===== src/source/lsuPkg.sv =====
// LSU shared definitions
`default_nettype none

package lsuPkg;

  localparam int xlen      = 32;            // Data and address width
  localparam int xlenBytes = xlen / 8;      // Byte lanes per word

  // Request type, same bit positions as the core's MemRW
  typedef enum logic [1:0] {
    rwNone  = 2'b00,
    rwWrite = 2'b01,                        // Bit 0 marks a write
    rwRead  = 2'b10                         // Bit 1 marks a read
  } memRwT;

  // Access width in funct3[1:0]
  typedef enum logic [1:0] {
    widthByte = 2'b00,
    widthHalf = 2'b01,
    widthWord = 2'b10
  } widthT;

  // funct3 size code
  typedef struct packed {
    logic  unsignedLoad;                    // funct3[2], zero-extend on load
    widthT width;
  } sizeT;

  typedef enum logic [1:0] {
    atomicNone = 2'b00,
    atomicLr   = 2'b01,                     // Load-reserved
    atomicSc   = 2'b10                      // Store-conditional
  } atomicT;

  // Memory-stage controls, 8 bits
  typedef struct packed {
    memRwT  rw;
    sizeT   size;
    atomicT atomic;
    logic   bigEndian;                      // Per-access byte order
  } memReqT;

  // Word as presented to the DTIM write port
  typedef struct packed {
    logic [xlen-1:0]      data;
    logic [xlenBytes-1:0] byteMask;
  } storeWordT;

  // Reverse byte order of a word
  function automatic logic [xlen-1:0] swapBytes(input logic [xlen-1:0] word);
    logic [xlen-1:0] swapped;
    for (int i = 0; i < xlenBytes; i++) begin
      swapped[8*i +: 8] = word[8*(xlenBytes-1-i) +: 8];
    end
    return swapped;
  endfunction

endpackage

`default_nettype wire

===== src/source/loadAlign.sv =====
// Load data extraction and writeback register
`default_nettype none

module loadAlign (
  input  logic                    clk,
  input  logic                    reset,
  input  logic                    stall,             // Hold readDataW
  input  logic [lsuPkg::xlen-1:0] ieuAdrM,
  input  lsuPkg::memReqT          gatedReqM,
  input  logic [lsuPkg::xlen-1:0] readWordM,         // Raw word from the DTIM
  output logic [lsuPkg::xlen-1:0] readDataW
);

  logic [lsuPkg::xlen-1:0] wordM;                    // Word in little-endian order
  logic [1:0]              laneM;                    // Byte lane after endian correction
  logic [7:0]              byteM;
  logic [15:0]             halfM;
  logic [lsuPkg::xlen-1:0] readDataM;                // Extended load result

  assign wordM = gatedReqM.bigEndian ? lsuPkg::swapBytes(readWordM) : readWordM;

  // Swapping the word mirrors the lanes too
  assign laneM = ieuAdrM[1:0] ^ {2{gatedReqM.bigEndian}};
  assign byteM = wordM[8*laneM +: 8];
  assign halfM = wordM[16*laneM[1] +: 16];

  //////////////////////////////
  // Sign or zero extension
  //////////////////////////////

  always_comb begin
    case (gatedReqM.size.width)
      lsuPkg::widthByte: begin
        readDataM = {{(lsuPkg::xlen-8){byteM[7] & ~gatedReqM.size.unsignedLoad}}, byteM};
      end
      lsuPkg::widthHalf: begin
        readDataM = {{(lsuPkg::xlen-16){halfM[15] & ~gatedReqM.size.unsignedLoad}}, halfM};
      end
      default: begin
        readDataM = wordM;                           // LW and LR
      end
    endcase
  end

  // M to W read-data register
  always_ff @(posedge clk) begin
    if (reset) begin
      readDataW <= '0;
    end else if (!stall) begin
      readDataW <= readDataM;
    end
  end

endmodule

`default_nettype wire


===== config.mk =====
export PLATFORM = sky130hd
export DESIGN_NAME = loadAlign
export DESIGN_NICKNAME = d
export VERILOG_FILES = /design/src/source/lsuPkg.sv /design/src/source/loadAlign.sv
export SDC_FILE = /design/constraint.sdc
export NUM_CORES = 1
export LEC_CHECK = 0
export CAP_MARGIN = 0
export CORE_MARGIN = 10
export CORE_UTILIZATION = 61
export CTS_BUF_LIST = sky130_fd_sc_hd__clkbuf_8
export CTS_CLUSTER_DIAMETER = 200
export DETAILED_ROUTE_END_ITERATION = 16
export DONT_BUFFER_PORTS = 1
export PLACE_DENSITY = 0.77
export SYNTH_ARGS = -nofsm -noshare
export SYNTH_HDL_FRONTEND = slang
export SYNTH_SLANG_ARGS = --single-unit

===== constraint.sdc =====
create_clock -name clk -period 1.85 [get_ports clk]
set_input_delay 0.185 -clock clk [delete_from_list [all_inputs] [get_ports clk]]
set_output_delay 0.185 -clock clk [all_outputs]
set_load 0.02 [all_outputs]

==> run summary <==
The flow ran to the end, and the final reports show no timing, DRC or antenna violations. Setup repair after global routing left no endpoint under its margin. The synthesized design contains 32 register bits. Most frequent cell after synthesis: sky130_fd_sc_hd__inv_1. The tools report the number of max-capacitance violations reported as 0.

Register ranked first by flip-flop count: readDataW. The run gives 64.4% as the final core utilization. Timing would allow up to 645 MHz.

During placement, the flow inserted port buffers numbering 0. The floorplan has 23 rows. The worst-case clock buffer depth is 2, and the post-detailed-placement half-perimeter wirelength is 5210 µm. Post-CTS timing repair inserted 0 buffers for setup. Clock-pin slew was measured on the worst setup and hold paths at 70 ps. Of all nets on the critical path, the largest fanout is 24.

After layout, the design draws a total of 1.89 mW. The number of nets still failing antenna checks after routing was 0; the number of global-route vias before repair was 2246. The signal on the critical path passes through mux2i_1 > o22ai_2 > o31ai_4 > a221oi_1. Post-place setup slack: 6.81 ps. STA classifies the critical path endpoint as a flop. Ranked by total cell area, the synthesized netlist is headed by sky130_fd_sc_hd__dfxtp_1 26%, sky130_fd_sc_hd__mux2i_1 9.7%, sky130_fd_sc_hd__a221oi_2 6.0%. For the final number of max-transition violations, the log shows 0. The largest individual stage delay along the critical path comes from the cell sky130_fd_sc_hd__o31ai_4. Clock skew on the completed layout was measured at 0 ps. The final period utilization is 83.8%, and the overall track demand over capacity in global routing is 19.8%.

The worst setup slack after layout is 300 ps, and the largest net degree at the start of global routing is 66. For this run, the number of Yosys warnings is 0. Each instance of the synthesized netlist takes up on average 8.32 µm². Measured along the x axis, the die boundary spans 83.9 µm. The synthesized netlist cell count is 299.

The DRC violations left was 0. In the synthesized netlist, the cells that appear most often are 35 x sky130_fd_sc_hd__inv_1, 32 x sky130_fd_sc_hd__dfxtp_1, 24 x sky130_fd_sc_hd__mux2i_1, 23 x sky130_fd_sc_hd__a21oi_1, 17 x sky130_fd_sc_hd__nand2_1. The layout net count is 358.

The initial antenna violation count came out at 0. First-pass GRT wire length: 11700 µm. Among all flip-flop cells after synthesis, the most frequent one is sky130_fd_sc_hd__dfxtp_1. The data required time of the worst path came out at 1960 ps. The tools report the initial core utilization as 62.6%.

The proportion of register bits with asynchronous set or reset after synthesis was 0%. The placer's final routability congestion estimate is 0.875. The register with the most flip-flops in the layout has 32 of them. The leakage power was 0.962 nW.

The tools report the number of nets in the synthesized netlist as 374. The biggest area contributor in the post-synthesis netlist is sky130_fd_sc_hd__dfxtp_1. Critical path launch point type: an input port. The number of clock sinks seen by CTS is 32, and the fraction of layout cells with a size suffix above 1 is 13.0%. The cell area that synthesis handed to floorplanning was 2490 µm². The run gives 107 as the top-level I/O count. The worst-case IR drop observed on VDD is 0.000570 V. The synthesized netlist contains 42 unique library cells. After detailed routing, the number of vias per cell comes to 6.75. The violation count after the first detailed-routing iteration is 162. Compared with the post-synthesis result, the final layout area differs by 2.77%. Category of the critical setup timing path: input port to flop. The tools report the data arrival time at the worst-slack endpoint as 1660 ps. The final route contains 2253 vias.

The largest registers in the layout are readDataW (32). The number of synthesized flops with an enable pin is 0, and the core region area is 3970 µm². For this run, the slowest stage of the critical path takes 810 ps. For the remaining global-route overflow, the log shows 0.

In the final routed layout, each cell accounts on average for 21.6 µm. Measured against its own limit, the worst slew margin works out to 37.8%. Class of the most critical hold timing path: input port to flop. The total detailed-routing wirelength was 7210 µm.

Dividing total power by cell area gives a power density of 738 nW/µm². The worst path in the final design needs a cycle of 1550 ps, including I/O delays and setup. The die is 83.9 µm tall. The tools report the root buffer cell as sky130_fd_sc_hd__clkbuf_8.

For the number of iterations in the first detailed-routing pass, the log shows 4. For the final routed database, the setup TNS stands at 0 ps. The slew at the pin closest to its max-slew limit is 930 ps. After synthesis, the largest area contributor takes up 25.8% of total cell area. The largest delay contributor family on the critical path is compound AO/OA/AOI/OAI gates. Setup violations remaining at the end of the flow were counted as 0.

The logs give 7030 µm² for the floorplan die area and 5 for the total clock buffers created by CTS. The tools report the clock insertion delay at the later pin of the skew report as 290 ps. For the sequential cell area fraction in the yosys report, the log shows 25.8%. The number of antenna diodes in the final layout is 0. Counting the fill cells in the layout gives 374. The run gives 0 as the total count of hold-check failures in the final report. The maximum level of the CTS H-tree is 2. The critical path contains buffers and inverters numbering 0 combined. TritonCTS built the clock tree.
path summary, 6_finish.rpt:
check | from | to | slack [ps] | depth (start not counted)
setup reg to reg | readDataW[6]$_SDFFE_PP0N_ | readDataW[6]$_SDFFE_PP0N_ | 570 | 3
setup / recovery | ieuAdrM[1] | readDataW[22]$_SDFFE_PP0N_ | 300 | 4
hold / removal | stall | readDataW[7]$_SDFFE_PP0N_ | 20 | 1
hold reg to reg | readDataW[21]$_SDFFE_PP0N_ | readDataW[21]$_SDFFE_PP0N_ | 570 | 2
where the power goes:
| group | internal [mW] | switching, mW | total (mW) |
|---|---|---|---|
| Combinational | 0.171 | 0.182 | 0.352 |
| Sequential | 0.750 | 0.114 | 0.865 |
| Clock | 0.394 | 0.275 | 0.669 |
| Total | 1.31 | 0.571 | 1.89 |
placed cells by master (no fill, tap or decap), drive strengths merged, types with 10 or more instances in the layout:
cell / netlist / final
a21oi: 23 / 23
a221oi: 18 / 18
dfxtp: 32 / 32
inv: 35 / 36
mux2: 12 / 12
mux2i: 24 / 24
nand2: 17 / 17
nand4b: 10 / 10
nor2: 10 / 10
o21ai: 14 / 14
layout make-up:
cell class | instances | area (µm²) | area share, %
multi-input cells | 205 | 1580 | 61.8
flip-flops and latches | 32 | 641 | 25.1
inverters | 35 | 131 | 5.14
clock buffers | 5 | 68.8 | 2.69
well taps | 50 | 62.6 | 2.45
clock inverters | 3 | 38.8 | 1.52
repair buffers | 4 | 35.0 | 1.37
kinds of logic after synthesis:
family	Yosys count	synth area share, %
mux	36	15.1
xor+xnor	1	0.352
buf+inv	62	10.8
flops	32	25.8
simple gates	81	19.2
compound gates	87	28.9
routing by layer:
metal,track usage [%],up-vias,wire length [µm]
met1,22.0,1077,2850
met2,33.1,78,3490
met4,5.48,0,141
met3,9.28,14,717
met5,0,-,0
li1,-,1084,-
stage by stage:
step           cell area, µm²  hold WS, ps  cells
2_1_floorplan            2490          414    299
6_report                 2560         17.8    334
5_1_grt                  2560         18.4    334
3_5_place_dp             2430          264    324
3_3_place_gp             2430          263    324
4_1_cts                  2560         4.63    334
repair_timing:
action / 4_1_cts / 5_1_grt
resized for setup: 0 / 0
endpoints found under the hold margin: 18 / 0
hold buffers: 2 / 0
Note: power is estimated with default switching activity, not from simulation.
