==> config.mk <==
export PLATFORM = sky130hd
export DESIGN_NAME = accessCheck
export DESIGN_NICKNAME = d
export VERILOG_FILES = /design/src/source/lsuPkg.sv /design/src/source/accessCheck.sv
export SDC_FILE = /design/constraint.sdc
export NUM_CORES = 1
export LEC_CHECK = 0
export ABC_AREA = 0
export BUFFER_PORTS_ARGS = -buffer_cell sky130_fd_sc_hd__buf_2
export CORE_MARGIN = 2
export CORE_UTILIZATION = 35
export CTS_CLUSTER_SIZE = 40
export DETAILED_ROUTE_END_ITERATION = 10
export PLACE_DENSITY = 0.68
export SETUP_SLACK_MARGIN = 0.02
export SLEW_MARGIN = 20
export SYNTH_ARGS = -nofsm -noshare
export SYNTH_HDL_FRONTEND = slang
export SYNTH_SLANG_ARGS = --single-unit
==> constraint.sdc <==
create_clock -name clk -period 3.4 [get_ports clk]
set_input_delay 1.02 -clock clk [delete_from_list [all_inputs] [get_ports clk]]
set_output_delay 1.02 -clock clk [all_outputs]
set_load 0.05 [all_outputs]
==> src/source/lsuPkg.sv <==
// LSU shared definitions
`default_nettype none

package lsuPkg;

  localparam int xlen      = 32;            // Data and address width
  localparam int xlenBytes = xlen / 8;      // Byte lanes per word

  // Request type, same bit positions as the core's MemRW
  typedef enum logic [1:0] {
    rwNone  = 2'b00,
    rwWrite = 2'b01,                        // Bit 0 marks a write
    rwRead  = 2'b10                         // Bit 1 marks a read
  } memRwT;

  // Access width in funct3[1:0]
  typedef enum logic [1:0] {
    widthByte = 2'b00,
    widthHalf = 2'b01,
    widthWord = 2'b10
  } widthT;

  // funct3 size code
  typedef struct packed {
    logic  unsignedLoad;                    // funct3[2], zero-extend on load
    widthT width;
  } sizeT;

  typedef enum logic [1:0] {
    atomicNone = 2'b00,
    atomicLr   = 2'b01,                     // Load-reserved
    atomicSc   = 2'b10                      // Store-conditional
  } atomicT;

  // Memory-stage controls, 8 bits
  typedef struct packed {
    memRwT  rw;
    sizeT   size;
    atomicT atomic;
    logic   bigEndian;                      // Per-access byte order
  } memReqT;

  // Word as presented to the DTIM write port
  typedef struct packed {
    logic [xlen-1:0]      data;
    logic [xlenBytes-1:0] byteMask;
  } storeWordT;

  // Reverse byte order of a word
  function automatic logic [xlen-1:0] swapBytes(input logic [xlen-1:0] word);
    logic [xlen-1:0] swapped;
    for (int i = 0; i < xlenBytes; i++) begin
      swapped[8*i +: 8] = word[8*(xlenBytes-1-i) +: 8];
    end
    return swapped;
  endfunction

endpackage

`default_nettype wire
==> src/source/accessCheck.sv <==
// Address pipeline and alignment check
`default_nettype none

module accessCheck (
  input  logic                    clk,
  input  logic                    reset,
  input  logic                    stall,             // Hold the M address
  input  logic                    flushW,            // Discard the access in M
  input  logic [lsuPkg::xlen-1:0] ieuAdrE,
  input  lsuPkg::memReqT          reqM,
  output logic [lsuPkg::xlen-1:0] ieuAdrM,
  output lsuPkg::memReqT          gatedReqM,         // Safe request for the rest of the LSU
  output logic                    loadMisalignedFaultM,
  output logic                    storeMisalignedFaultM
);

  logic misalignedM;                                 // Address not a multiple of the size
  logic faultM;                                      // Either misalignment fault

  // E to M address register
  always_ff @(posedge clk) begin
    if (reset) begin
      ieuAdrM <= '0;
    end else if (!stall) begin
      ieuAdrM <= ieuAdrE;
    end
  end

  // Natural alignment by access width
  always_comb begin
    case (reqM.size.width)
      lsuPkg::widthHalf: misalignedM = ieuAdrM[0];
      lsuPkg::widthWord: misalignedM = |ieuAdrM[1:0];
      default:           misalignedM = 1'b0;      // Bytes are always aligned
    endcase
  end

  assign loadMisalignedFaultM  = misalignedM & (reqM.rw == lsuPkg::rwRead);
  // SC reports as a store
  assign storeMisalignedFaultM = misalignedM &
                                 ((reqM.rw == lsuPkg::rwWrite) |
                                  (reqM.atomic == lsuPkg::atomicSc));
  assign faultM = loadMisalignedFaultM | storeMisalignedFaultM;

  // Drop the access on a fault or a writeback flush
  always_comb begin
    gatedReqM = reqM;
    if (faultM | flushW) begin
      gatedReqM.rw     = lsuPkg::rwNone;
      gatedReqM.atomic = lsuPkg::atomicNone;        // Keeps LR/SC from touching the reservation
    end
  end

  // An SC arrives as a write, so it never raises both faults
  scIsWrite: assert property (@(posedge clk) disable iff (reset)
    (reqM.atomic == lsuPkg::atomicSc) |-> (reqM.rw == lsuPkg::rwWrite));

endmodule

`default_nettype wire

==> flow_metrics.py <==
metrics = {
    "yosys": {
        "synth_compound_area_frac": 0.03835,
        "synth.top_cells.by_area": "dfxtp_1 48%, mux2i_1 24%, nor2_1 9.0%",
        "synthAdderAreaFrac": 0.01871,
        "synthCells": 130,
        "ys_seq_elements": 32,
        "synth_top_family_by_area": "multiplexers",
        "synth_mux_area_frac": 0.2395,
        "synth-simple-area-share": 0.1394,
        "ys_warn_count": 0,
        "synth-xor-area-share": 0.006548,
        "yosys.area.top_type": "dfxtp_1",
        "syn_nets": 176,
        "synth_area_sq_um": 1338,
        "yosysSeqAreaShare": 0.4790,
        "synth_top_area_share": 0.4790,
        "syn_area_per_cell_sq_um": 10.29,
        "ys_types": 19,
    },
    "routing": {
        "viasPerCell": 4.453,
        "drc": 0,
        "routed_wirelength_microns": 2799,
        "drt_pass1_iterations": 4,
        "via_count": 1140,
        "ant_nets": 0,
        "routedWlPerCell_microns": 10.93,
        "drt_iter0_markers": 20,
    },
    "timing": {
        "finalSetupViolCount": 0,
        "finalHoldViolations": 0,
        "fmax_ghz": 0.3113,
        "worst_pin_slew_ns": 0.9086,
        "rsz0062_at_grt": "false",
        "slew_headroom": 0.3943,
        "finalCritPeriodShare": 0.9447,
        "slew_viol_final": 0,
        "skew_ns": 0,
        "fin_crit_ns": 3.212,
        "setup-tns-final_ns": 0,
    },
    "clock_tree": {
        "clk_latency_ns": 0.27,
        "cts_buffer_depth": 2,
        "cts_sinks": 32,
        "htreeDepth": 2,
        "cts_tree": "built",
        "cts_buffers": 5,
        "clk_pin_slew_worst_paths_ns": 0.06,
        "cts-resized-gates": 0,
        "ctsHoldBuffers": 0,
        "post_cts_buffers": 0,
        "cts_root_buffer": "clkbuf_8",
    },
    "min_path": {
        "hp-class": "reg -> reg",
    },
    "final_layout": {
        "fin_util": 0.5038,
        "largestRegisters": "ieuAdrM (32)",
        "final_cell_mix": "81 x buf_2, 32 x mux2i_1, 32 x nor2_1, 32 x dfxtp_1, 7 x clkbuf_8",
        "regMostFlops": "ieuAdrM",
        "largest_reg_flops": 32,
        "nets": 253,
        "area_delta_synth_final_pct": 37.89,
        "fillers": 374,
        "num_antenna_cells": 0,
        "final_common_cell": "buf_2",
        "drive_gt1_frac": 0.4712,
    },
    "place": {
        "dpl.hpwl_microns": 2073,
        "gp_congestion": 0.6985,
        "numPortBuffers": 81,
    },
    "setup_path": {
        "start_kind": "primary input",
        "cp-endpoint": "loadMisalignedFaultM",
        "ff2ff_setup_slack_ns": 2.76,
        "r2r_start": "ieuAdrM[0]$_SDFFE_PP0N_",
        "critPathRequiredTime_ns": 2.38,
        "cpLargestDelayFamily": "buffers and inverters",
        "cpMostUsedCell": "buf_2",
        "slowest_delay_ns": 0.27,
        "crit_cells": 7,
        "crit_type": "in -> out",
        "crit_start": "reqM[3]",
        "crit_path_end_kind": "primary output",
        "worstPathMaxFanout": 6,
        "timing.rr.end": "ieuAdrM[0]$_SDFFE_PP0N_",
        "cp_slowest_cell": "a21oi_2",
        "crit_path_cell_trace": "buf_2, inv_1, ha_1, nand2_1, a21oi_2, and3b_2, buf_2",
        "crit_buf_inv": 3,
        "worstPathArrival_ns": 2.19,
        "r2r_cells": 2,
    },
    "pwr": {
        "power.density_nw_per_um2": 543.7,
        "power.leakage_nw": 1.018,
        "p_int_w": 0.0007192,
        "clkPwrFrac": 0.386,
        "peakVddDrop_mv": 0.2537,
        "p_switching_w": 0.0002835,
        "power_switching_share": 0.2828,
        "seq_power_share": 0.407,
        "combPwrFrac": 0.207,
    },
    "die": {
        "fp.dieH_microns": 65.82,
        "die-area_sq_um": 4332,
        "core-area_sq_um": 3661,
        "initial_core_util": 0.3653,
        "io_pins": 86,
        "die_w_microns": 65.82,
        "row_count": 22,
    },
    "global_routing": {
        "grt_pass1_wl_microns": 4485,
        "antenna_found_initial": 0,
        "grt_max_degree": 33,
        "overflow": 0,
        "grt_pass1_vias": 1114,
        "grtUsageTotal": 0.1361,
    },
    "run_status": {
        "status": "completed",
    },
    "job": {
        "drv_cap": 0,
    },
}
==> synth_stat cells <==
master and count:
a21boi_1 1, o21ai_2 1, dfxtp_1 32, ha_1 2, buf_8 3, buf_4 5, xor2_1 1, nand2b_1 2
inv_1 3, a211oi_1 1, mux2i_1 32, and3b_2 1, clkbuf_1 3, a21oi_1 2, or2b_2 3, nand2_1 3
a21oi_2 2, or2_1 1, nor2_1 32
==> worst min-delay path: cells and delay by family (launching register included) <==
kind | cells | cell delay (ns)
flip-flops | 1 | 0.32
AND/OR/NAND/NOR | 1 | 0.07
multiplexers | 1 | 0.06
==> layout make-up <==
cell class | instances | area [sq um] | share of cell area
Sequential cell | 32 | 640.6 | 0.3474
Tap cell | 48 | 60.06 | 0.03256
Clock buffer | 7 | 96.34 | 0.05224
Multi-Input combinational cell | 84 | 600.6 | 0.3256
Clock inverter | 1 | 30.03 | 0.01628
Inverter | 3 | 11.26 | 0.006106
Timing Repair Buffer | 81 | 405.4 | 0.2198
==> worst min-delay path by stage <==
stage | depth (start not counted) | startpoint | endpoint | slack [ns]
3_3_place_gp | 2 | ieuAdrM[3]$_SDFFE_PP0N_ | ieuAdrM[3]$_SDFFE_PP0N_ | 0.47
5_1_grt | 2 | ieuAdrM[4]$_SDFFE_PP0N_ | ieuAdrM[4]$_SDFFE_PP0N_ | 0.52
3_5_place_dp | 2 | ieuAdrM[20]$_SDFFE_PP0N_ | ieuAdrM[20]$_SDFFE_PP0N_ | 0.48
2_1_floorplan | 2 | ieuAdrM[17]$_SDFFE_PP0N_ | ieuAdrM[17]$_SDFFE_PP0N_ | 0.74
6_report | 2 | ieuAdrM[2]$_SDFFE_PP0N_ | ieuAdrM[2]$_SDFFE_PP0N_ | 0.49
4_1_cts | 2 | ieuAdrM[20]$_SDFFE_PP0N_ | ieuAdrM[20]$_SDFFE_PP0N_ | 0.50
==> power groups by stage <==
stage               combinational [W]  clock, W  sequential [W]
CTS                          0.000210  0.000401        0.000408
floorplan                   0.0000857         0        0.000494
global route                 0.000222  0.000413        0.000411
finish                       0.000207  0.000387        0.000408
global placement             0.000208         0        0.000416
detailed placement           0.000210         0        0.000416
==> routing by layer <==
| metal | share of wire | global-route usage | vias up | wire (microns) |
|---|---|---|---|---|
| li1 | - | - | 573 | - |
| met1 | 0.41 | 0.1391 | 523 | 1137 |
| met3 | 0.075 | 0.04770 | 4 | 209 |
| met2 | 0.50 | 0.2437 | 40 | 1411 |
| met5 | 0 | 0 | - | 0 |
| met4 | 0.015 | 0.06771 | 0 | 41 |
==> per-stage QoR <==
step	instances	total power (W)	instance area (sq um)	hold slack (ns)	worst slack, ns
final	256	0.001003	1844	0.4874	0.1879
after global routing	256	0.001046	1844	0.5234	0.06053
after CTS	256	0.001020	1844	0.4959	0.1795
after detailed placement	248	0.0006260	1718	0.4803	0.1757
after global placement	248	0.0006238	1718	0.4709	0.2206
after floorplan	130	0.0005801	1346	0.7412	0.1098
==> kinds of logic after synthesis <==
kind of cell	count (synthesis)
fa+ha+maj	2
simple gates	42
mux	32
xor+xnor	1
buf+inv	14
compound gates	7
flops	32
No activity file was read; power rests on OpenSTA's default activity.
