==> src/source/lsuPkg.sv <==
// LSU shared definitions
`default_nettype none

package lsuPkg;

  localparam int xlen      = 32;            // Data and address width
  localparam int xlenBytes = xlen / 8;      // Byte lanes per word

  // Request type, same bit positions as the core's MemRW
  typedef enum logic [1:0] {
    rwNone  = 2'b00,
    rwWrite = 2'b01,                        // Bit 0 marks a write
    rwRead  = 2'b10                         // Bit 1 marks a read
  } memRwT;

  // Access width in funct3[1:0]
  typedef enum logic [1:0] {
    widthByte = 2'b00,
    widthHalf = 2'b01,
    widthWord = 2'b10
  } widthT;

  // funct3 size code
  typedef struct packed {
    logic  unsignedLoad;                    // funct3[2], zero-extend on load
    widthT width;
  } sizeT;

  typedef enum logic [1:0] {
    atomicNone = 2'b00,
    atomicLr   = 2'b01,                     // Load-reserved
    atomicSc   = 2'b10                      // Store-conditional
  } atomicT;

  // Memory-stage controls, 8 bits
  typedef struct packed {
    memRwT  rw;
    sizeT   size;
    atomicT atomic;
    logic   bigEndian;                      // Per-access byte order
  } memReqT;

  // Word as presented to the DTIM write port
  typedef struct packed {
    logic [xlen-1:0]      data;
    logic [xlenBytes-1:0] byteMask;
  } storeWordT;

  // Reverse byte order of a word
  function automatic logic [xlen-1:0] swapBytes(input logic [xlen-1:0] word);
    logic [xlen-1:0] swapped;
    for (int i = 0; i < xlenBytes; i++) begin
      swapped[8*i +: 8] = word[8*(xlenBytes-1-i) +: 8];
    end
    return swapped;
  endfunction

endpackage

`default_nettype wire
==> src/source/reservationUnit.sv <==
// LR/SC reservation tracking
`default_nettype none

module reservationUnit (
  input  logic                    clk,
  input  logic                    reset,
  input  logic                    stall,             // Hold reservation and squash flag
  input  logic [lsuPkg::xlen-1:0] ieuAdrM,
  input  lsuPkg::memReqT          gatedReqM,
  output lsuPkg::memRwT           memRwM,            // Request to the DTIM
  output logic                    squashScW          // Registered SC failure
);

  localparam int offsetBits = $clog2(lsuPkg::xlenBytes);

  logic                               resValid;      // Reservation held
  logic [lsuPkg::xlen-1:offsetBits]   resAdr;        // Reserved word address
  logic [lsuPkg::xlen-1:offsetBits]   wordAdrM;
  logic                               isLrM;
  logic                               isScM;
  logic                               scFailM;       // SC without a matching reservation

  assign wordAdrM = ieuAdrM[lsuPkg::xlen-1:offsetBits];
  assign isLrM    = (gatedReqM.atomic == lsuPkg::atomicLr) & (gatedReqM.rw == lsuPkg::rwRead);
  assign isScM    = (gatedReqM.atomic == lsuPkg::atomicSc) & (gatedReqM.rw == lsuPkg::rwWrite);
  assign scFailM  = isScM & ~(resValid & (resAdr == wordAdrM));

  // Failed SC loses its write
  assign memRwM = scFailM ? lsuPkg::rwNone : gatedReqM.rw;

  //////////////////////////////
  // Reservation state
  //////////////////////////////

  always_ff @(posedge clk) begin
    if (reset) begin
      resValid  <= 1'b0;
      squashScW <= 1'b0;
    end else if (!stall) begin
      squashScW <= scFailM;                          // Valid alongside readDataW
      if (isLrM) begin
        resValid <= 1'b1;
      end else if (isScM) begin
        resValid <= 1'b0;                            // Any SC ends the reservation
      end
    end
  end

  // Word address of the last LR
  always_ff @(posedge clk) begin
    if (!stall && isLrM) begin
      resAdr <= wordAdrM;
    end
  end

  // The reservation covers one word, so LR and SC are word accesses
  wordSizedAtomic: assert property (@(posedge clk) disable iff (reset)
    (isLrM || isScM) |-> (gatedReqM.size.width == lsuPkg::widthWord));

endmodule

`default_nettype wire

==> config.mk <==
export PLATFORM = sky130hd
export DESIGN_NAME = reservationUnit
export DESIGN_NICKNAME = d
export VERILOG_FILES = /design/src/source/lsuPkg.sv /design/src/source/reservationUnit.sv
export SDC_FILE = /design/constraint.sdc
export NUM_CORES = 1
export LEC_CHECK = 0
export ABC_AREA = 1
export BUFFER_PORTS_ARGS = -buffer_cell sky130_fd_sc_hd__buf_2
export CAP_MARGIN = 20
export CORE_UTILIZATION = 45
export DETAILED_ROUTE_END_ITERATION = 8
export PLACE_DENSITY_LB_ADDON = 0.15
export SYNTH_ARGS = -nofsm -noshare
export SYNTH_HDL_FRONTEND = slang
export SYNTH_SLANG_ARGS = --single-unit
==> constraint.sdc <==
create_clock -name clk -period 1.9 [get_ports clk]
set_input_delay 0.57 -clock clk [delete_from_list [all_inputs] [get_ports clk]]
set_output_delay 0.57 -clock clk [all_outputs]
set_load 0.01 [all_outputs]
==> results of run 1 <==
[cell type report]
type	count	area, µm²	area share
clock buffers	6	41.3	0.0202
multi-input cells	109	490	0.240
inverters	60	229	0.112
repair buffers	47	280	0.137
clock inverters	1	5.00	0.00245
well taps	46	57.6	0.0282
flip-flops and latches	32	941	0.460
[cell usage in the layout (no fill, tap or decap)]
master      Yosys  layout
buf_4           0       6
nor2_1          9       7
buf_12          0       2
xnor2_1         7       7
nand2_2         0       1
o22ai_1         1       1
a21oi_2         1       1
a21oi_1         1       1
nor4_1          1       1
nor2_2          2       4
clkbuf_4        0       5
clkinv_2        0       1
a21boi_1        1       1
inv_1          60      59
edfxtp_1       30      30
o21ai_0         2       2
a21boi_2        1       1
clkinvlp_4      0       1
buf_2           0      39
dfxtp_1         2       2
clkbuf_1        1       1
nand4_1         2       2
nand2_1        80      79
o21bai_1        1       1
[what timing repair did]
item / 4_1_cts / 5_1_grt
endpoints found under the setup margin: 1 / 1
pin swaps: 1 / 0
resized for setup: 1 / 2
[flip-flops by register name (all words and copies together) (netlist names)]
register and count:
resValid 1, squashScW 1, resAdr 30
[metrics by stage]
step | instance area (µm²) | setup slack (ns) | total power (W) | cells
final | 2040 | -0.245 | 0.00129 | 301
after global placement | 1990 | -0.240 | 0.000948 | 294
after CTS | 2040 | -0.286 | 0.00132 | 301
after floorplan | 1660 | 0.105 | 0.000874 | 202
after detailed placement | 1990 | -0.242 | 0.000952 | 294
after global routing | 2040 | -0.433 | 0.00136 | 301
[path summary, 6_finish.rpt]
| path | slack (ns) | to | cells after the start |
|---|---|---|---|
| worst min register to register | 0.47 | resValid | 2 |
| worst max-delay path | -0.25 | memRwM[0] | 10 |
| worst min-delay path | 0.40 | resValid | 2 |
| worst max register to register | 0.67 | squashScW | 10 |
[routing by layer]
layer	vias to the layer above	GRT usage	share of wire	wire (µm)
li1	699	-	-	-
met1	522	0.197	0.49	1310
met2	27	0.230	0.44	1170
met3	7	0.0383	0.043	115
met4	0	0.0959	0.026	69
met5	-	0	0	0
[cell families (layout without fill, tap and decap cells)]
| group | after synthesis | count (layout) | share of synthesized area |
|---|---|---|---|
| buffers and inverters | 61 | 114 | 0.139 |
| AO/OA/AOI/OAI | 8 | 8 | 0.0341 |
| AND/OR/NAND/NOR | 94 | 94 | 0.221 |
| flip-flops | 32 | 32 | 0.569 |
| XOR/XNOR | 7 | 7 | 0.0371 |
[power breakdown]
part,internal [W],switching [W]
clock,0.000136,0.000218
combinational,0.0000711,0.0000733
sequential,0.000784,0.00000579
==> impl_metrics.csv, run 1 <==
group,metric,value,unit
clock_tree,insertion_delay,0.33,ns
sta,tightestPinTransition,0.248,ns
sta,fmaxAchievable,0.466,GHz
power_and_ir_drop,p_leak,1.08,nW
floorplanning,ios,46,
grt,grt_overflow,0,
status,violations,"negative setup slack",
critical_path,crit_required,1.33,ns
clock_tree,clock_path_buffers,2,
detailed_routing,routed_wl,2670,µm
finish,drive_gt1_frac,0.239,
sta,report.final.slew_viol_count,0,
floorplanning,rows,21,
sta,rsz0062_at_grt,"yes",
logic_synthesis,synth-main-ff-cell,"edfxtp_1",
critical_path,cp_top_family,"simple AND/OR/NAND/NOR gates",
clock_tree,h-tree-depth,2,
clock_tree,holdBufCountCts,0,
grt,grt_pass1_vias,1073,
grt,grt_first_pass_wirelength,4500,µm
detailed_routing,num_vias,1255,
critical_path,cp_num_buf_inv,2,
sta,fin_crit,2.15,ns
critical_path,slowest_delay,0.39,ns
critical_path,critPathCaptureType,"output port",
finish,synthToLayoutAreaGrowth,23.7,%
status,status,"finished, violations left",
clock_tree,cts_setup_buffers,0,
finish,finalCoreUtilization,0.599,
min_path,hold_class,"in2reg",
power_and_ir_drop,power_density,630,nW/µm²
grt,antenna_found_initial,0,
min_path,worstHoldStart,"reset",
logic_synthesis,yosys-top-cells-area,"edfxtp_1 (55%), nand2_1 (18%), inv_1 (14%)",
sta,fin_crit_sh,1.13,
sta,setup_viol,1,
logic_synthesis,synthCells,202,
logic_synthesis,ys_ff_latch,32,
floorplanning,coreArea,3420,µm²
sta,fin_skew,0.00751,ns
sta,fin_ws,-0.245,ns
logic_synthesis,synth.distinct_cells,17,
sta,setup_tns,-0.245,ns
logic_synthesis,yosysMostFrequentCell,"nand2_1",
critical_path,crit_chain,"inv_1 -> nand2_1 -> nand2_1 -> nand2_1 -> nor2_2 -> nand2_1 -> nor2_2 -> nand2_2 -> a21boi_2 -> buf_2",
critical_path,startpoint_type,"flop",
critical_path,crit_start,"resAdr[18]",
clock_tree,cts.clk_slew.worst_paths,0.10,ns
detailed_routing,drt-pass1-iter-count,4,
run,drv_cap,0,
finish,fillers,349,
floorplanning,dieHeight,62.6,µm
place,port_buffers,39,
detailed_routing,vias_per_cell,4.17,
finish,fin_nets,298,
logic_synthesis,synth_edf_count,30,
critical_path,crit_fanout,2,
logic_synthesis,synth_area,1650,µm²
logic_synthesis,synth_top_area_share,0.545,
logic_synthesis,syn_area_per_cell,8.18,µm²
detailed_routing,wl_per_cell,8.87,µm
critical_path,cp_common_cell,"nand2_1",
clock_tree,cts_tree,"yes",
logic_synthesis,synth_warnings,0,
detailed_routing,antenna_left,0,
clock_tree,ctsRootBufferMaster,"clkbuf_4",
sta,finalHoldViolCount,0,
floorplanning,start_util,0.484,
detailed_routing,drt-initial-drc-count,28,
grt,grt_start_max_net_pins,16,
place,dpl.hpwl,2030,µm
place,gp_congestion,0.717,
floorplanning,fp.dieArea,3920,µm²
sta,hold_slack,0.396,ns
clock_tree,cts_made_buffers,5,
critical_path,crit_slowest_cell,"edfxtp_1",
logic_synthesis,syn_nets,245,
detailed_routing,drc_errors,0,
logic_synthesis,seq_area_frac_synth,0.569,
logic_synthesis,synth.largest_area_cell,"edfxtp_1",
critical_path,r2r_start,"resAdr[18]",
critical_path,crit_type,"reg2out",
clock_tree,clock-sinks,32,
grt,grt_util_all_layers,0.153,
sta,maxSlewHeadroom,0.833,
floorplanning,dieWidth,62.6,µm
finish,diodes,0,
power_and_ir_drop,ir_drop,399,µV
logic_synthesis,netlist_top_cells_count,"nand2_1 (80), inv_1 (60), edfxtp_1 (30), nor2_1 (9), xnor2_1 (7)",
logic_synthesis,synth_async_sr_flop_share,0,
critical_path,worst_ep_arrival_time,1.58,ns
(Power assumes the default switching activity.)
==> inputs of run 2 (changes only) <==
Settings changed: CORE_UTILIZATION 45 to 46.
==> impl_metrics.csv, run 2 (synthesis gave the netlist of run 1 again) <==
group,metric,value,unit
status,status,"finished, violations left",
status,violations,"negative setup slack",
sta,setup_tns,-0.209,ns
clock_tree,cts_tree,"yes",
finish,largest_register_ffs,30,
critical_path,cp_top_family,"flip-flops",
sta,rsz0062_at_grt,"yes",
critical_path,crit_fanout,2,
critical_path,crit_chain,"xnor2_2 -> nand2_1 -> nor2_1 -> nand2_1 -> nor2_2 -> nand2_2 -> a21boi_2 -> buf_2",
detailed_routing,vias_per_cell,4.22,
grt,antenna_found_initial,0,
critical_path,r2r_start,"resAdr[6]",
power_and_ir_drop,power_density,697,nW/µm²
critical_path,crit_required,1.33,ns
clock_tree,cts_made_buffers,5,
finish,fillers,333,
sta,maxSlewHeadroom,0.851,
sta,fmaxAchievable,0.474,GHz
critical_path,cp_common_cell,"nand2_1",
finish,seq_area,941,µm²
sta,fin_crit_sh,1.11,
clock_tree,insertion_delay,0.33,ns
detailed_routing,drt-pass1-iter-count,4,
finish,stdcell_area,2080,µm²
grt,grt_pass1_vias,1132,
detailed_routing,antenna_left,0,
finish,multi_input_area,498,µm²
place,port_buffers,39,
grt,grt_util_all_layers,0.166,
sta,tightestPinTransition,0.221,ns
critical_path,reg2reg_depth,8,
clock_tree,ctsRootBufferMaster,"clkbuf_4",
critical_path,slowest_delay,0.42,ns
power_and_ir_drop,ir_drop,511,µV
floorplanning,start_util,0.488,
clock_tree,clock-sinks,32,
finish,top_regs,"resAdr (30), resValid (1), squashScW (1)",
place,gp_congestion,0.693,
floorplanning,coreArea,3390,µm²
min_path,worstHoldStart,"reset",
clock_tree,cts_setup_buffers,0,
power_and_ir_drop,p_int,0.00113,W
finish,final_cell_mix,"nand2_1 (79), inv_1 (59), buf_2 (39)",
detailed_routing,drt-initial-drc-count,33,
critical_path,crit_type,"reg2out",
critical_path,reg2reg_setup_slack,0.71,ns
detailed_routing,num_vias,1280,
finish,regMostFlops,"resAdr",
place,placed_cell_area,1990,µm²
grt,grt_start_max_net_pins,26,
detailed_routing,wl_per_cell,9.12,µm
clock_tree,cts.clk_slew.worst_paths,0.10,ns
power_and_ir_drop,totalPowerFinal,0.00145,W
critical_path,startpoint_type,"flop",
floorplanning,dieHeight,61.9,µm
power_and_ir_drop,p_leak,1.10,nW
power_and_ir_drop,swShare,0.218,
finish,final_common_cell,"nand2_1",
clock_tree,h-tree-depth,2,
critical_path,cp_num_buf_inv,1,
grt,grt_overflow,0,
sta,fin_ws,-0.209,ns
detailed_routing,routed_wl,2760,µm
place,dpl.hpwl,2050,µm
finish,diodes,0,
place,dp_slack,-0.201,ns
min_path,hold_class,"in2reg",
sta,fin_crit,2.11,ns
detailed_routing,drc_errors,0,
finish,drive_gt1_frac,0.249,
min_path,whs_path_depth,2,
grt,grt_first_pass_wirelength,4490,µm
floorplanning,dieWidth,61.9,µm
floorplanning,fp.dieArea,3840,µm²
power_and_ir_drop,p_clk_frac,0.353,
sta,hold_slack,0.396,ns
critical_path,critPathCaptureType,"output port",
finish,fin_nets,299,
clock_tree,clock_path_buffers,2,
sta,fin_skew,0.00524,ns
critical_path,worst_ep_arrival_time,1.54,ns
min_path,hold_end,"resValid",
sta,report.final.slew_viol_count,0,
critical_path,crit_slowest_cell,"edfxtp_1",
run,drv_cap,0,
power_and_ir_drop,p_switching,0.000315,W
floorplanning,rows,21,
sta,setup_viol,1,
floorplanning,ios,46,
finish,synthToLayoutAreaGrowth,25.7,%
critical_path,rr_endpoint,"squashScW",
sta,finalHoldViolCount,0,
power_and_ir_drop,pwr-share-seq,0.546,
power_and_ir_drop,power.share.combinational,0.101,
[run 2: worst max-delay path by stage]
| stage | cells past startpoint | endpoint | slack [ns] | from |
|---|---|---|---|---|
| after CTS | 8 | memRwM[0] | -0.27 | resAdr[16] |
| after global placement | 9 | memRwM[0] | -0.19 | ieuAdrM[4] |
| after global routing | 8 | memRwM[0] | -0.44 | resAdr[8] |
| final | 8 | memRwM[0] | -0.21 | resAdr[6] |
| after detailed placement | 9 | memRwM[0] | -0.20 | ieuAdrM[4] |
| after floorplan | 7 | memRwM[0] | 0.10 | ieuAdrM[20] |
[run 2: worst register-to-register path: stages, from the launching register on]
cell	delay (ns)
edfxtp_1	0.42
xnor2_2	0.14
nand2_1	0.07
nor2_1	0.08
nand2_1	0.07
nor2_2	0.12
nand2_2	0.07
nand2_1	0.07
a21oi_2	0.05
[run 2: final cells by class]
| type | count | share of cell area |
|---|---|---|
| sequential | 32 | 0.453 |
| multi-input combinational | 109 | 0.240 |
| timing repair buffer | 48 | 0.133 |
| inverter | 60 | 0.110 |
| tap | 46 | 0.0277 |
| clock buffer | 6 | 0.0199 |
| clock inverter | 2 | 0.0169 |
[run 2: power by group through the flow]
stage | logic, W | clock network (W) | registers [W]
finish | 0.000146 | 0.000511 | 0.000791
detailed placement | 0.000146 | 0 | 0.000807
global placement | 0.000142 | 0 | 0.000806
global route | 0.000170 | 0.000553 | 0.000793
floorplan | 0.0000678 | 0 | 0.000806
CTS | 0.000147 | 0.000528 | 0.000791
[run 2: timing repair]
item,in CTS,in global routing
pin swaps,8,8
setup endpoints to repair,1,1
cloned,0,0
hold buffers,0,0
gates resized for setup,1,4
[run 2: through the flow]
stage	std cells	util
2_1_floorplan	202	-
3_3_place_gp	295	0.586
3_5_place_dp	295	0.586
4_1_cts	303	0.608
5_1_grt	303	0.613
6_report	303	0.613
[run 2: per-layer routing]
| layer | wire length, µm | up-vias | share of wire | track usage |
|---|---|---|---|---|
| li1 | - | 700 | - | - |
| met3 | 100 | 8 | 0.036 | 0.0455 |
| met2 | 1230 | 24 | 0.45 | 0.275 |
| met1 | 1370 | 548 | 0.50 | 0.192 |
| met4 | 57 | 0 | 0.021 | 0.0952 |
| met5 | 0 | - | 0 | 0 |
