## src/source/lsuPkg.sv

```systemverilog
// LSU shared definitions
`default_nettype none

package lsuPkg;

  localparam int xlen      = 32;            // Data and address width
  localparam int xlenBytes = xlen / 8;      // Byte lanes per word

  // Request type, same bit positions as the core's MemRW
  typedef enum logic [1:0] {
    rwNone  = 2'b00,
    rwWrite = 2'b01,                        // Bit 0 marks a write
    rwRead  = 2'b10                         // Bit 1 marks a read
  } memRwT;

  // Access width in funct3[1:0]
  typedef enum logic [1:0] {
    widthByte = 2'b00,
    widthHalf = 2'b01,
    widthWord = 2'b10
  } widthT;

  // funct3 size code
  typedef struct packed {
    logic  unsignedLoad;                    // funct3[2], zero-extend on load
    widthT width;
  } sizeT;

  typedef enum logic [1:0] {
    atomicNone = 2'b00,
    atomicLr   = 2'b01,                     // Load-reserved
    atomicSc   = 2'b10                      // Store-conditional
  } atomicT;

  // Memory-stage controls, 8 bits
  typedef struct packed {
    memRwT  rw;
    sizeT   size;
    atomicT atomic;
    logic   bigEndian;                      // Per-access byte order
  } memReqT;

  // Word as presented to the DTIM write port
  typedef struct packed {
    logic [xlen-1:0]      data;
    logic [xlenBytes-1:0] byteMask;
  } storeWordT;

  // Reverse byte order of a word
  function automatic logic [xlen-1:0] swapBytes(input logic [xlen-1:0] word);
    logic [xlen-1:0] swapped;
    for (int i = 0; i < xlenBytes; i++) begin
      swapped[8*i +: 8] = word[8*(xlenBytes-1-i) +: 8];
    end
    return swapped;
  endfunction

endpackage

`default_nettype wire
```

## src/source/storeAlign.sv

```systemverilog
// Store data lane alignment
`default_nettype none

module storeAlign (
  input  logic [lsuPkg::xlen-1:0] ieuAdrM,
  input  lsuPkg::memReqT          gatedReqM,
  input  logic [lsuPkg::xlen-1:0] writeDataM,        // Little-endian store data
  output lsuPkg::storeWordT       storeWordM         // Word and byte enables for the DTIM
);

  localparam logic [lsuPkg::xlenBytes-1:0] byteLanes = 1;   // One lane enabled
  localparam logic [lsuPkg::xlenBytes-1:0] halfLanes = 3;   // Two lanes enabled

  logic [lsuPkg::xlen-1:0]      replicatedM;         // Subword copied to every lane
  logic [lsuPkg::xlenBytes-1:0] byteMaskM;

  // Replicate and mask by access width
  always_comb begin
    case (gatedReqM.size.width)
      lsuPkg::widthByte: begin
        replicatedM = {lsuPkg::xlenBytes{writeDataM[7:0]}};
        byteMaskM   = byteLanes << ieuAdrM[1:0];
      end
      lsuPkg::widthHalf: begin
        replicatedM = {(lsuPkg::xlenBytes / 2){writeDataM[15:0]}};
        byteMaskM   = halfLanes << {ieuAdrM[1], 1'b0};
      end
      default: begin
        replicatedM = writeDataM;                    // Full word
        byteMaskM   = '1;
      end
    endcase
  end

  // Swap after replication so the mask still follows the address
  always_comb begin
    storeWordM.byteMask = byteMaskM;
    if (gatedReqM.bigEndian) begin
      storeWordM.data = lsuPkg::swapBytes(replicatedM);
    end else begin
      storeWordM.data = replicatedM;
    end
  end

endmodule

`default_nettype wire

```

## config.mk

```make
export PLATFORM = sky130hd
export DESIGN_NAME = storeAlign
export DESIGN_NICKNAME = d
export VERILOG_FILES = /design/src/source/lsuPkg.sv /design/src/source/storeAlign.sv
export SDC_FILE = /design/constraint.sdc
export NUM_CORES = 1
export LEC_CHECK = 0
export BUFFER_PORTS_ARGS = -buffer_cell sky130_fd_sc_hd__clkbuf_2
export CAP_MARGIN = 20
export CELL_PAD_IN_SITES_DETAIL_PLACEMENT = 2
export CELL_PAD_IN_SITES_GLOBAL_PLACEMENT = 2
export CORE_ASPECT_RATIO = 2
export CORE_UTILIZATION = 13
export DETAILED_ROUTE_END_ITERATION = 8
export PLACE_DENSITY = 0.83
export SYNTH_ARGS = -nofsm -noshare
export SYNTH_HDL_FRONTEND = slang
export SYNTH_SLANG_ARGS = --single-unit
export TNS_END_PERCENT = 50
```

## constraint.sdc

```tcl
create_clock -name vclk -period 0.8
set_clock_uncertainty 0.1 [all_clocks]
set_input_delay 0.04 -clock vclk [all_inputs]
set_output_delay 0.04 -clock vclk [all_outputs]
set_load 0.02 [all_outputs]
```

==> impl_results.md, run 1 <==
* Status: finished, violations left
* Violated checks: setup timing
* Routed length per instance at 20.7 um
* CP Data Required Time at 0.66 ns
* Crit. End Element: output pin
* DRT iter0 DRCs at 26
* Cell Rows at 42
* Syn nets at 205
* Final Critical Period at 1.14 ns
* Diodes inserted at 0
* Final WL at 6.74 mm
* CP Launch Type: input pin
* Synthesized instance count at 133
* Peak supply drop at 0.341 mV
* Crit Path Class: input pin to output pin
* Post-synthesis sequential area ratio at 0%
* Setup crit start: gatedReqM[3]
* Final ANT Viol Nets at 0
* DR vias at 1593
* Number of global-route vias before repair at 1810
* Port bufs at 73
* Die X at 60.3 um
* Layout Utilization at 40.0%
* Congestion Overflow GR at 0
* Upper clock frequency limit at 0.881 GHz
* DIE AREA at 0.00715 sq mm
* Fill count at 710
* Final TNS setup at -10.28 ns
* Ys Warns at 0
* Syn avg cell area at 6.64 sq um
* PwrDens at 763 mW/mm^2
* Final Net Count at 312
* Commonest non-fill, non-tap cell in the layout: clkbuf_2
* Remaining DRCs at 0
* Period utilization at 142%
* M1 GR Usage at 18.7%
* Worst-Margin Slew at 0.329 ns
* Die height at 119 um
* Initial Util at 13.4%
* PnR worst setup slack at -0.336 ns
* DR vias/cell at 4.89
* Setup repair after global routing missed its margin: yes
* GP Congestion at 0.867
* Final Power at 2.01 mW
* Iteration count of the initial detailed-routing pass at 4
* Max Cap Viol at 0
* Clock buffer count at 0
* Share of layout cells above drive strength 1 at 84.9%
* Largest net degree at the start of global routing at 13
* GR Util All Layers at 18.2%
* Num sequential at 0
* Global-route wire length before repair at 9.79 mm
* Initial antenna violation count at 0
* P_leak at 1.09 nW
* Layer with the highest usage: met2
* Post-synthesis instance area at 883 sq um
* Post-route cell area at 0.00263 sq mm
* Setup violators final at 36
* Area grow syn2layout at 198%
* Min-delay worst type: input pin to output pin
* IO Pins at 108
* Final hold vios at 0
* CP max FO at 5
* Post-synthesis cell type count at 22
* M3 GR Usage at 1.20%
* Max-slew headroom at 78.0%
* Post-DP HPWL at 4.82 mm
* Worst hold start: ieuAdrM[1]
* CP Data Arrival Time at 1.00 ns
* Met2 GRT Util at 35.7%
* Register area at 0 sq um
* Core ar. at 0.00657 sq mm
* Slew Limit Fails at 0
* Pre-CTS setup slack at -0.434 ns
* Area post-placement at 0.00194 sq mm
* Commonest cells after routing, fill and taps aside: clkbuf_2 (38), buf_4 (32), a211oi_4 (19), clkbuf_8 (19), o22ai_2 (16)
## worst max-delay path: stages
cell	delay, ns
clkbuf_16	0.13
buf_8	0.13
nand2b_4	0.08
buf_6	0.13
nor2_1	0.06
a211oi_2	0.24
buf_4	0.19
## per-layer routing
metal | vias to the layer above | share of wire (%)
li1 | 725 | -
met1 | 803 | 34
met2 | 57 | 61
met3 | 8 | 3.3
met4 | 0 | 2.5
met5 | - | 0
## through the flow
stage	cells	hold WS [ns]
floorplan	133	0.128
global route	326	0.335
detailed placement	314	0.309
finish	326	0.303
global placement	314	0.293
CTS	323	0.310
## what timing repair did
item / CTS / global route
hold buffers: 0 / 0
cloned: 1 / 2
pin swaps: 19 / 15
setup buffers: 9 / 2
endpoints found under the setup margin: 36 / 36
gates resized for setup: 90 / 41
## synthesized netlist by cell type (all sizes together)
cell	instances	area share [%]
a21o	3	2.7
o22ai	24	17
o21bai	2	1.7
nand2	2	0.85
and2	1	0.71
nor3	16	9.1
nor2b	1	0.71
nand2b	3	2.1
nor2	17	7.2
a21oi	8	4.5
a211oi	24	23
mux2i	16	18
buf	12	11
inv	2	0.85
clkbuf	2	0.85
## logic make-up (layout without fill, tap and decap cells)
group	Yosys count	in the layout	share of synthesized area [%]
AO/OA/AOI/OAI	61	61	48.6
AND/OR/NAND/NOR	40	40	20.7
multiplexers	16	16	18.1
buffers and inverters	16	121	12.6
## final timing paths
| check | end | slack, ns | cells after the start |
|---|---|---|---|
| min | storeWordM[1] | 0.30 | 3 |
| max | storeWordM[17] | -0.34 | 7 |
## layout make-up
| cell class | instances | area (sq um) | area share [%] |
|---|---|---|---|
| Multi-Input combinational cell | 117 | 1390 | 52.7 |
| Timing Repair Buffer | 119 | 1120 | 42.7 |
| Tap cell | 88 | 110 | 4.19 |
| Inverter | 2 | 12.5 | 0.476 |
## power breakdown
part	switching (mW)	total, mW	internal (mW)	leakage, nW
Clock	0	0	0	0
Combinational	1.04	2.01	0.964	1.09
Sequential	0	0	0	0
Total	1.04	2.01	0.964	1.09
(Power assumes the default switching activity.)
==> inputs of run 2 (changes only) <==
--- a/config.mk
+++ b/config.mk
@@ -12,8 +12,8 @@
 export CORE_ASPECT_RATIO = 2
 export CORE_UTILIZATION = 13
 export DETAILED_ROUTE_END_ITERATION = 8
-export PLACE_DENSITY = 0.83
+export PLACE_DENSITY = 0.79
 export SYNTH_ARGS = -nofsm -noshare
 export SYNTH_HDL_FRONTEND = slang
 export SYNTH_SLANG_ARGS = --single-unit
-export TNS_END_PERCENT = 50
+export TNS_END_PERCENT = 1
==> run 2 against run 1 <==
- final cell count decreased by 2.8%
- clock-buffer cell count is the same
- via count shrank 3.5%
- sequential share of layout area unchanged
- worst setup slack improved by 0.016 ns
- the run still ends with setup timing left
- largest cell class unchanged
- highest routed layer unchanged
- routed wire length shrank 9.5%
- combinational power down 10%
- critical path type unchanged
- core utilization decreased by 4.6 points
- die area unchanged
- global-route usage is 1.1 points lower
- largest power group unchanged
- fmax increased by 1.5%
==> impl_results.md, run 2 (synthesis results as in run 1) <==
* Max Cap Viol at 0
* Setup violators final at 35
* Worst hold start: ieuAdrM[1]
* CP Data Required Time at 0.66 ns
* Post-route cell area at 0.00233 sq mm
* Number of global-route vias before repair at 1786
* Post-Place Cells at 317
* CP delay by family, top: buffers and inverters
* P_leak at 0.984 nW
* Largest net degree at the start of global routing at 19
* Diodes inserted at 0
* IO Pins at 108
* Slew Limit Fails at 0
* GR Util All Layers at 17.1%
* Period utilization at 140%
* Violated checks: setup timing
* Congestion Overflow GR at 0
* Area post-placement at 0.00186 sq mm
* Core ar. at 0.00657 sq mm
* CP Data Arrival Time at 0.98 ns
* DR top layer: met4
* Num sequential at 0
* Initial antenna violation count at 0
* Logic pwr share at 100.0%
* Routed length per instance at 19.2 um
* Switching share of power at 52.8%
* Commonest cells after routing, fill and taps aside: clkbuf_2 (41), buf_4 (35), a211oi_4 (18)
* DIE AREA at 0.00715 sq mm
* Clk network pwr share at 0%
* Share of layout cells above drive strength 1 at 77.7%
* Post-CTS Hold Fix Bufs at 0
* CP max FO at 10
* Area grow syn2layout at 164%
* CP peak stage delay at 0.29 ns
* Final Critical Period at 1.12 ns
* Met3 routed wirelength at 234 um
* Initial Util at 13.4%
* Remaining DRCs at 0
* Min-delay worst type: input pin to output pin
* Status: finished, violations left
* Final WL at 6.10 mm
* Worst-Margin Slew at 0.429 ns
* Crit Path Class: input pin to output pin
* Die X at 60.3 um
* DR vias at 1537
* Crit. End Element: output pin
* Upper clock frequency limit at 0.893 GHz
* CP Launch Type: input pin
* Flop pwr share at 0%
* Register area at 0 sq um
* Final Power at 1.81 mW
* Commonest non-fill, non-tap cell in the layout: clkbuf_2
* Die height at 119 um
* Cell Rows at 42
* DR vias/cell at 4.85
* Final hold vios at 0
* Met1 WL at 2.08 mm
* Finished Layout Cells at 317
* Layout Utilization at 35.5%
* Pint at 0.854 mW
* GP Congestion at 0.781
* Clock buffer count at 0
* PwrDens at 777 mW/mm^2
* Final Net Count at 303
* Pre-CTS setup slack at -0.514 ns
* Setup crit start: gatedReqM[0]
* Final TNS setup at -9.21 ns
* DRT iter0 DRCs at 10
* Setup repair after global routing missed its margin: yes
* Sw Pwr at 0.956 mW
* Post-DP HPWL at 4.99 mm
* PnR worst setup slack at -0.319 ns
* Peak supply drop at 0.297 mV
* Port bufs at 73
* Max stage delay cell, worst path: a211oi_4
* Final ANT Viol Nets at 0
* CP Buf/Inv Count at 3
* Worst hold margin at 0.304 ns
* Cell-by-cell trace of the critical path: clkbuf_16, buf_6, mux2i_1, a211oi_4, clkbuf_8
* Fill count at 725
* Metal2 WL at 3.59 mm
* Max-slew headroom at 71.2%
* Global-route wire length before repair at 9.36 mm
* Iteration count of the initial detailed-routing pass at 4
run 2: cell types whose count changed in the layout (fill, tap and decap cells not counted), sizes merged:
cell / delta
buf: -5
clkbuf: -4
run 2: worst paths after layout:
kind              slack [ns]  cells past startpoint             end
setup / recovery       -0.32                      5  storeWordM[19]
hold / removal          0.30                      3   storeWordM[1]
run 2: cell type report:
type / instances / area, sq um / area share (%)
inverter: 2 / 12.5 / 0.537
multi-input combinational: 117 / 1250 / 53.8
tap: 88 / 110 / 4.73
timing repair buffer: 110 / 955 / 41.0
run 2: metal layers:
| metal | vias to the layer above | track usage, % |
|---|---|---|
| met5 | - | 0 |
| met3 | 10 | 1.31 |
| met4 | 0 | 5.96 |
| met2 | 63 | 33.0 |
| li1 | 711 | - |
| met1 | 753 | 17.8 |
run 2: power groups by stage:
stage	combinational, mW	sequential, mW	clock, mW
after floorplan	0.921	0	0
after global placement	1.43	0	0
after detailed placement	1.48	0	0
after CTS	1.73	0	0
after global routing	1.91	0	0
final	1.81	0	0
run 2: timing repair:
action,4_1_cts,5_1_grt
setup buffers,1,0
setup endpoints to repair,36,36
gates resized for setup,78,43
pin swaps,12,7
run 2: worst min-delay path, cell delays in order:
cell and delay (ns):
clkbuf_2 0.11, o21bai_1 0.07, clkbuf_2 0.15
==> inputs of run 3 (changes only) <==
--- a/config.mk
+++ b/config.mk
@@ -5,12 +5,13 @@
 export SDC_FILE = /design/constraint.sdc
 export NUM_CORES = 1
 export LEC_CHECK = 0
+export ABC_AREA = 1
 export BUFFER_PORTS_ARGS = -buffer_cell sky130_fd_sc_hd__clkbuf_2
 export CAP_MARGIN = 20
 export CELL_PAD_IN_SITES_DETAIL_PLACEMENT = 2
 export CELL_PAD_IN_SITES_GLOBAL_PLACEMENT = 2
 export CORE_ASPECT_RATIO = 2
-export CORE_UTILIZATION = 13
+export CORE_UTILIZATION = 12
 export DETAILED_ROUTE_END_ITERATION = 8
 export PLACE_DENSITY = 0.79
 export SYNTH_ARGS = -nofsm -noshare
==> run 3 against run 2 <==
- via count down 2.9%
- global-route usage is 4.7 points lower
- core utilization shrank 9.4 points
- sequential share of layout area did not move
- critical path depth rose by 3
- the run still ends with setup timing left
- first-iteration DRC count is 30% lower
- worst setup slack improved by 0.12 ns
- design area is 18% lower
- routed wire length decreased by 17%
- critical endpoint is now storeWordM[17]
==> impl_results.md, run 3 <==
* Finished Layout Cells at 359
* Iteration count of the initial detailed-routing pass at 3
* Post-Place Cells at 357
* Initial antenna violation count at 0
* Post-Synth Simple-Gate Area at 79.7%
* Most instantiated library cell after synthesis: nand2_1
* Met2 GRT Util at 26.2%
* Share of layout cells above drive strength 1 at 53.2%
* Final TNS setup at -5.67 ns
* Period utilization at 125%
* Final WL at 5.08 mm
* Register area at 0 sq um
* Synth Area in Adders at 0%
* Crit Path Class: input pin to output pin
* Max-slew headroom at 86.2%
* Min-delay worst type: input pin to output pin
* Worst-Margin Slew at 0.208 ns
* Number of global-route vias before repair at 1688
* Max stage delay cell, worst path: buf_12
* Hold depth at 3
* Syn avg cell area at 4.76 sq um
* M1 GR Usage at 13.5%
* Setup violators final at 36
* Initial Util at 12.6%
* Congestion Overflow GR at 0
* Post-synth top area cell: nand2_1
* DR vias/cell at 4.16
* Layer with the highest usage: met2
* Post-CTS Hold Fix Bufs at 0
* DIE AREA at 0.00804 sq mm
* Peak supply drop at 0.223 mV
* CP Data Arrival Time at 0.86 ns
* Largest net degree at the start of global routing at 23
* Upper clock frequency limit at 1.00 GHz
* Xor/xnor share of the synthesized area at 0%
* IO Pins at 108
* P_leak at 1.09 nW
* Post-synth top area share at 57.6%
* Crit. End Element: output pin
* Ys Warns at 0
* GP Congestion at 0.775
* Multiplexer share of the synthesized area at 0%
* CP Data Required Time at 0.66 ns
* Cell Rows at 44
* Final Power at 1.44 mW
* Core ar. at 0.00732 sq mm
* Final Critical Period at 0.999 ns
* DRT iter0 DRCs at 7
* Cell-by-cell trace of the critical path: buf_12, nor2_8, buf_12, nand2_4, nand2_2, nand2_1, nand2_1, clkbuf_8
* Remaining DRCs at 0
* Syn nets at 265
* Final ANT Viol Nets at 0
* Final hold vios at 0
* Commonest non-fill, non-tap cell in the layout: nand2_1
* M3 GR Usage at 0.906%
* Main area contributors after synthesis: nand2_1 (58%), nand3_2 (17%), buf_6 (7.3%), o21ai_0 (4.4%), buf_2 (3.3%)
* Port bufs at 73
* Num sequential at 0
* Synth Area in Compound Gates at 6.53%
* Largest family of logic cells by synthesized area: simple AND/OR/NAND/NOR gates
* Commonest cells after routing, fill and taps aside: nand2_1 (114), clkbuf_2 (37), nand2_2 (18)
* Synthesized instance count at 193
* Pre-CTS setup slack at -0.340 ns
* Setup repair after global routing missed its margin: yes
* Die X at 63.9 um
* Worst hold path endpoint: storeWordM[0]
* Slew Limit Fails at 0
* Max Cap Viol at 0
* CP peak stage delay at 0.16 ns
* Post-synthesis cell type count at 13
* DR vias at 1492
* Layout Utilization at 26.1%
* Status: finished, violations left
* Clock buffer count at 0
* Global-route wire length before repair at 8.13 mm
* Post-DP HPWL at 4.02 mm
* Diodes inserted at 0
* Final Net Count at 341
* Routed length per instance at 14.1 um
* CP max FO at 6
* CP Launch Type: input pin
* Violated checks: setup timing
* PwrDens at 753 mW/mm^2
* Die height at 126 um
* Post-synthesis sequential area ratio at 0%
* Area grow syn2layout at 108%
* Post-synthesis instance area at 920 sq um
* List of most frequent post-synthesis cells: nand2_1 (141), nand3_2 (16), o21ai_0 (8)
* GR Util All Layers at 12.4%
* PnR worst setup slack at -0.199 ns
* Worst hold start: ieuAdrM[1]
[run 3: worst max-delay path by stage]
stage / slack, ns / endpoint / start / cells after the start
4_1_cts: -0.25 / storeWordM[17] / gatedReqM[3] / 7
5_1_grt: -0.24 / storeWordM[18] / gatedReqM[3] / 7
6_report: -0.20 / storeWordM[17] / gatedReqM[4] / 8
3_5_place_dp: -0.34 / storeWordM[19] / gatedReqM[4] / 7
2_1_floorplan: -0.04 / storeWordM[0] / gatedReqM[3] / 4
3_3_place_gp: -0.31 / storeWordM[27] / gatedReqM[4] / 7
[run 3: critical path: cells and delay by family]
| kind | cells | cell delay [ns] |
|---|---|---|
| buffers and inverters | 3 | 0.43 |
| AND/OR/NAND/NOR | 5 | 0.38 |
[run 3: stage by stage]
step / instance area [sq um] / hold slack (ns)
after floorplan: 920 / 0.125
final: 1910 / 0.297
after detailed placement: 1430 / 0.302
after CTS: 1720 / 0.301
after global routing: 1910 / 0.330
after global placement: 1430 / 0.294
[run 3: layer usage]
layer  routed length [um]  up-vias  part of all wire, %
met2                 3050       36                   60
met1                 1870      712                   37
li1                     -      744                    -
met3                  156        0                  3.1
met5                    0        -                    0
met4                    0        0                    0
[run 3: final cells by class]
class	instances	area (sq um)
fillers	885	5410
multi-input cells	175	971
repair buffers	88	806
well taps	92	115
inverters	4	20.0
[run 3: what timing repair did]
item | 4_1_cts | 5_1_grt
pin swaps | 11 | 11
endpoints found under the setup margin | 36 | 36
buffers inserted | 0 | 2
resized for setup | 78 | 57
cloned | 0 | 0
[run 3: power by group]
part	leakage (nW)	internal (mW)	total, mW	switching (mW)
Clock	0	0	0	0
Sequential	0	0	0	0
Combinational	1.09	0.652	1.44	0.787
[run 3: kinds of logic after synthesis]
logic type,count (synthesis)
buf+inv,18
compound gates,12
simple gates,163
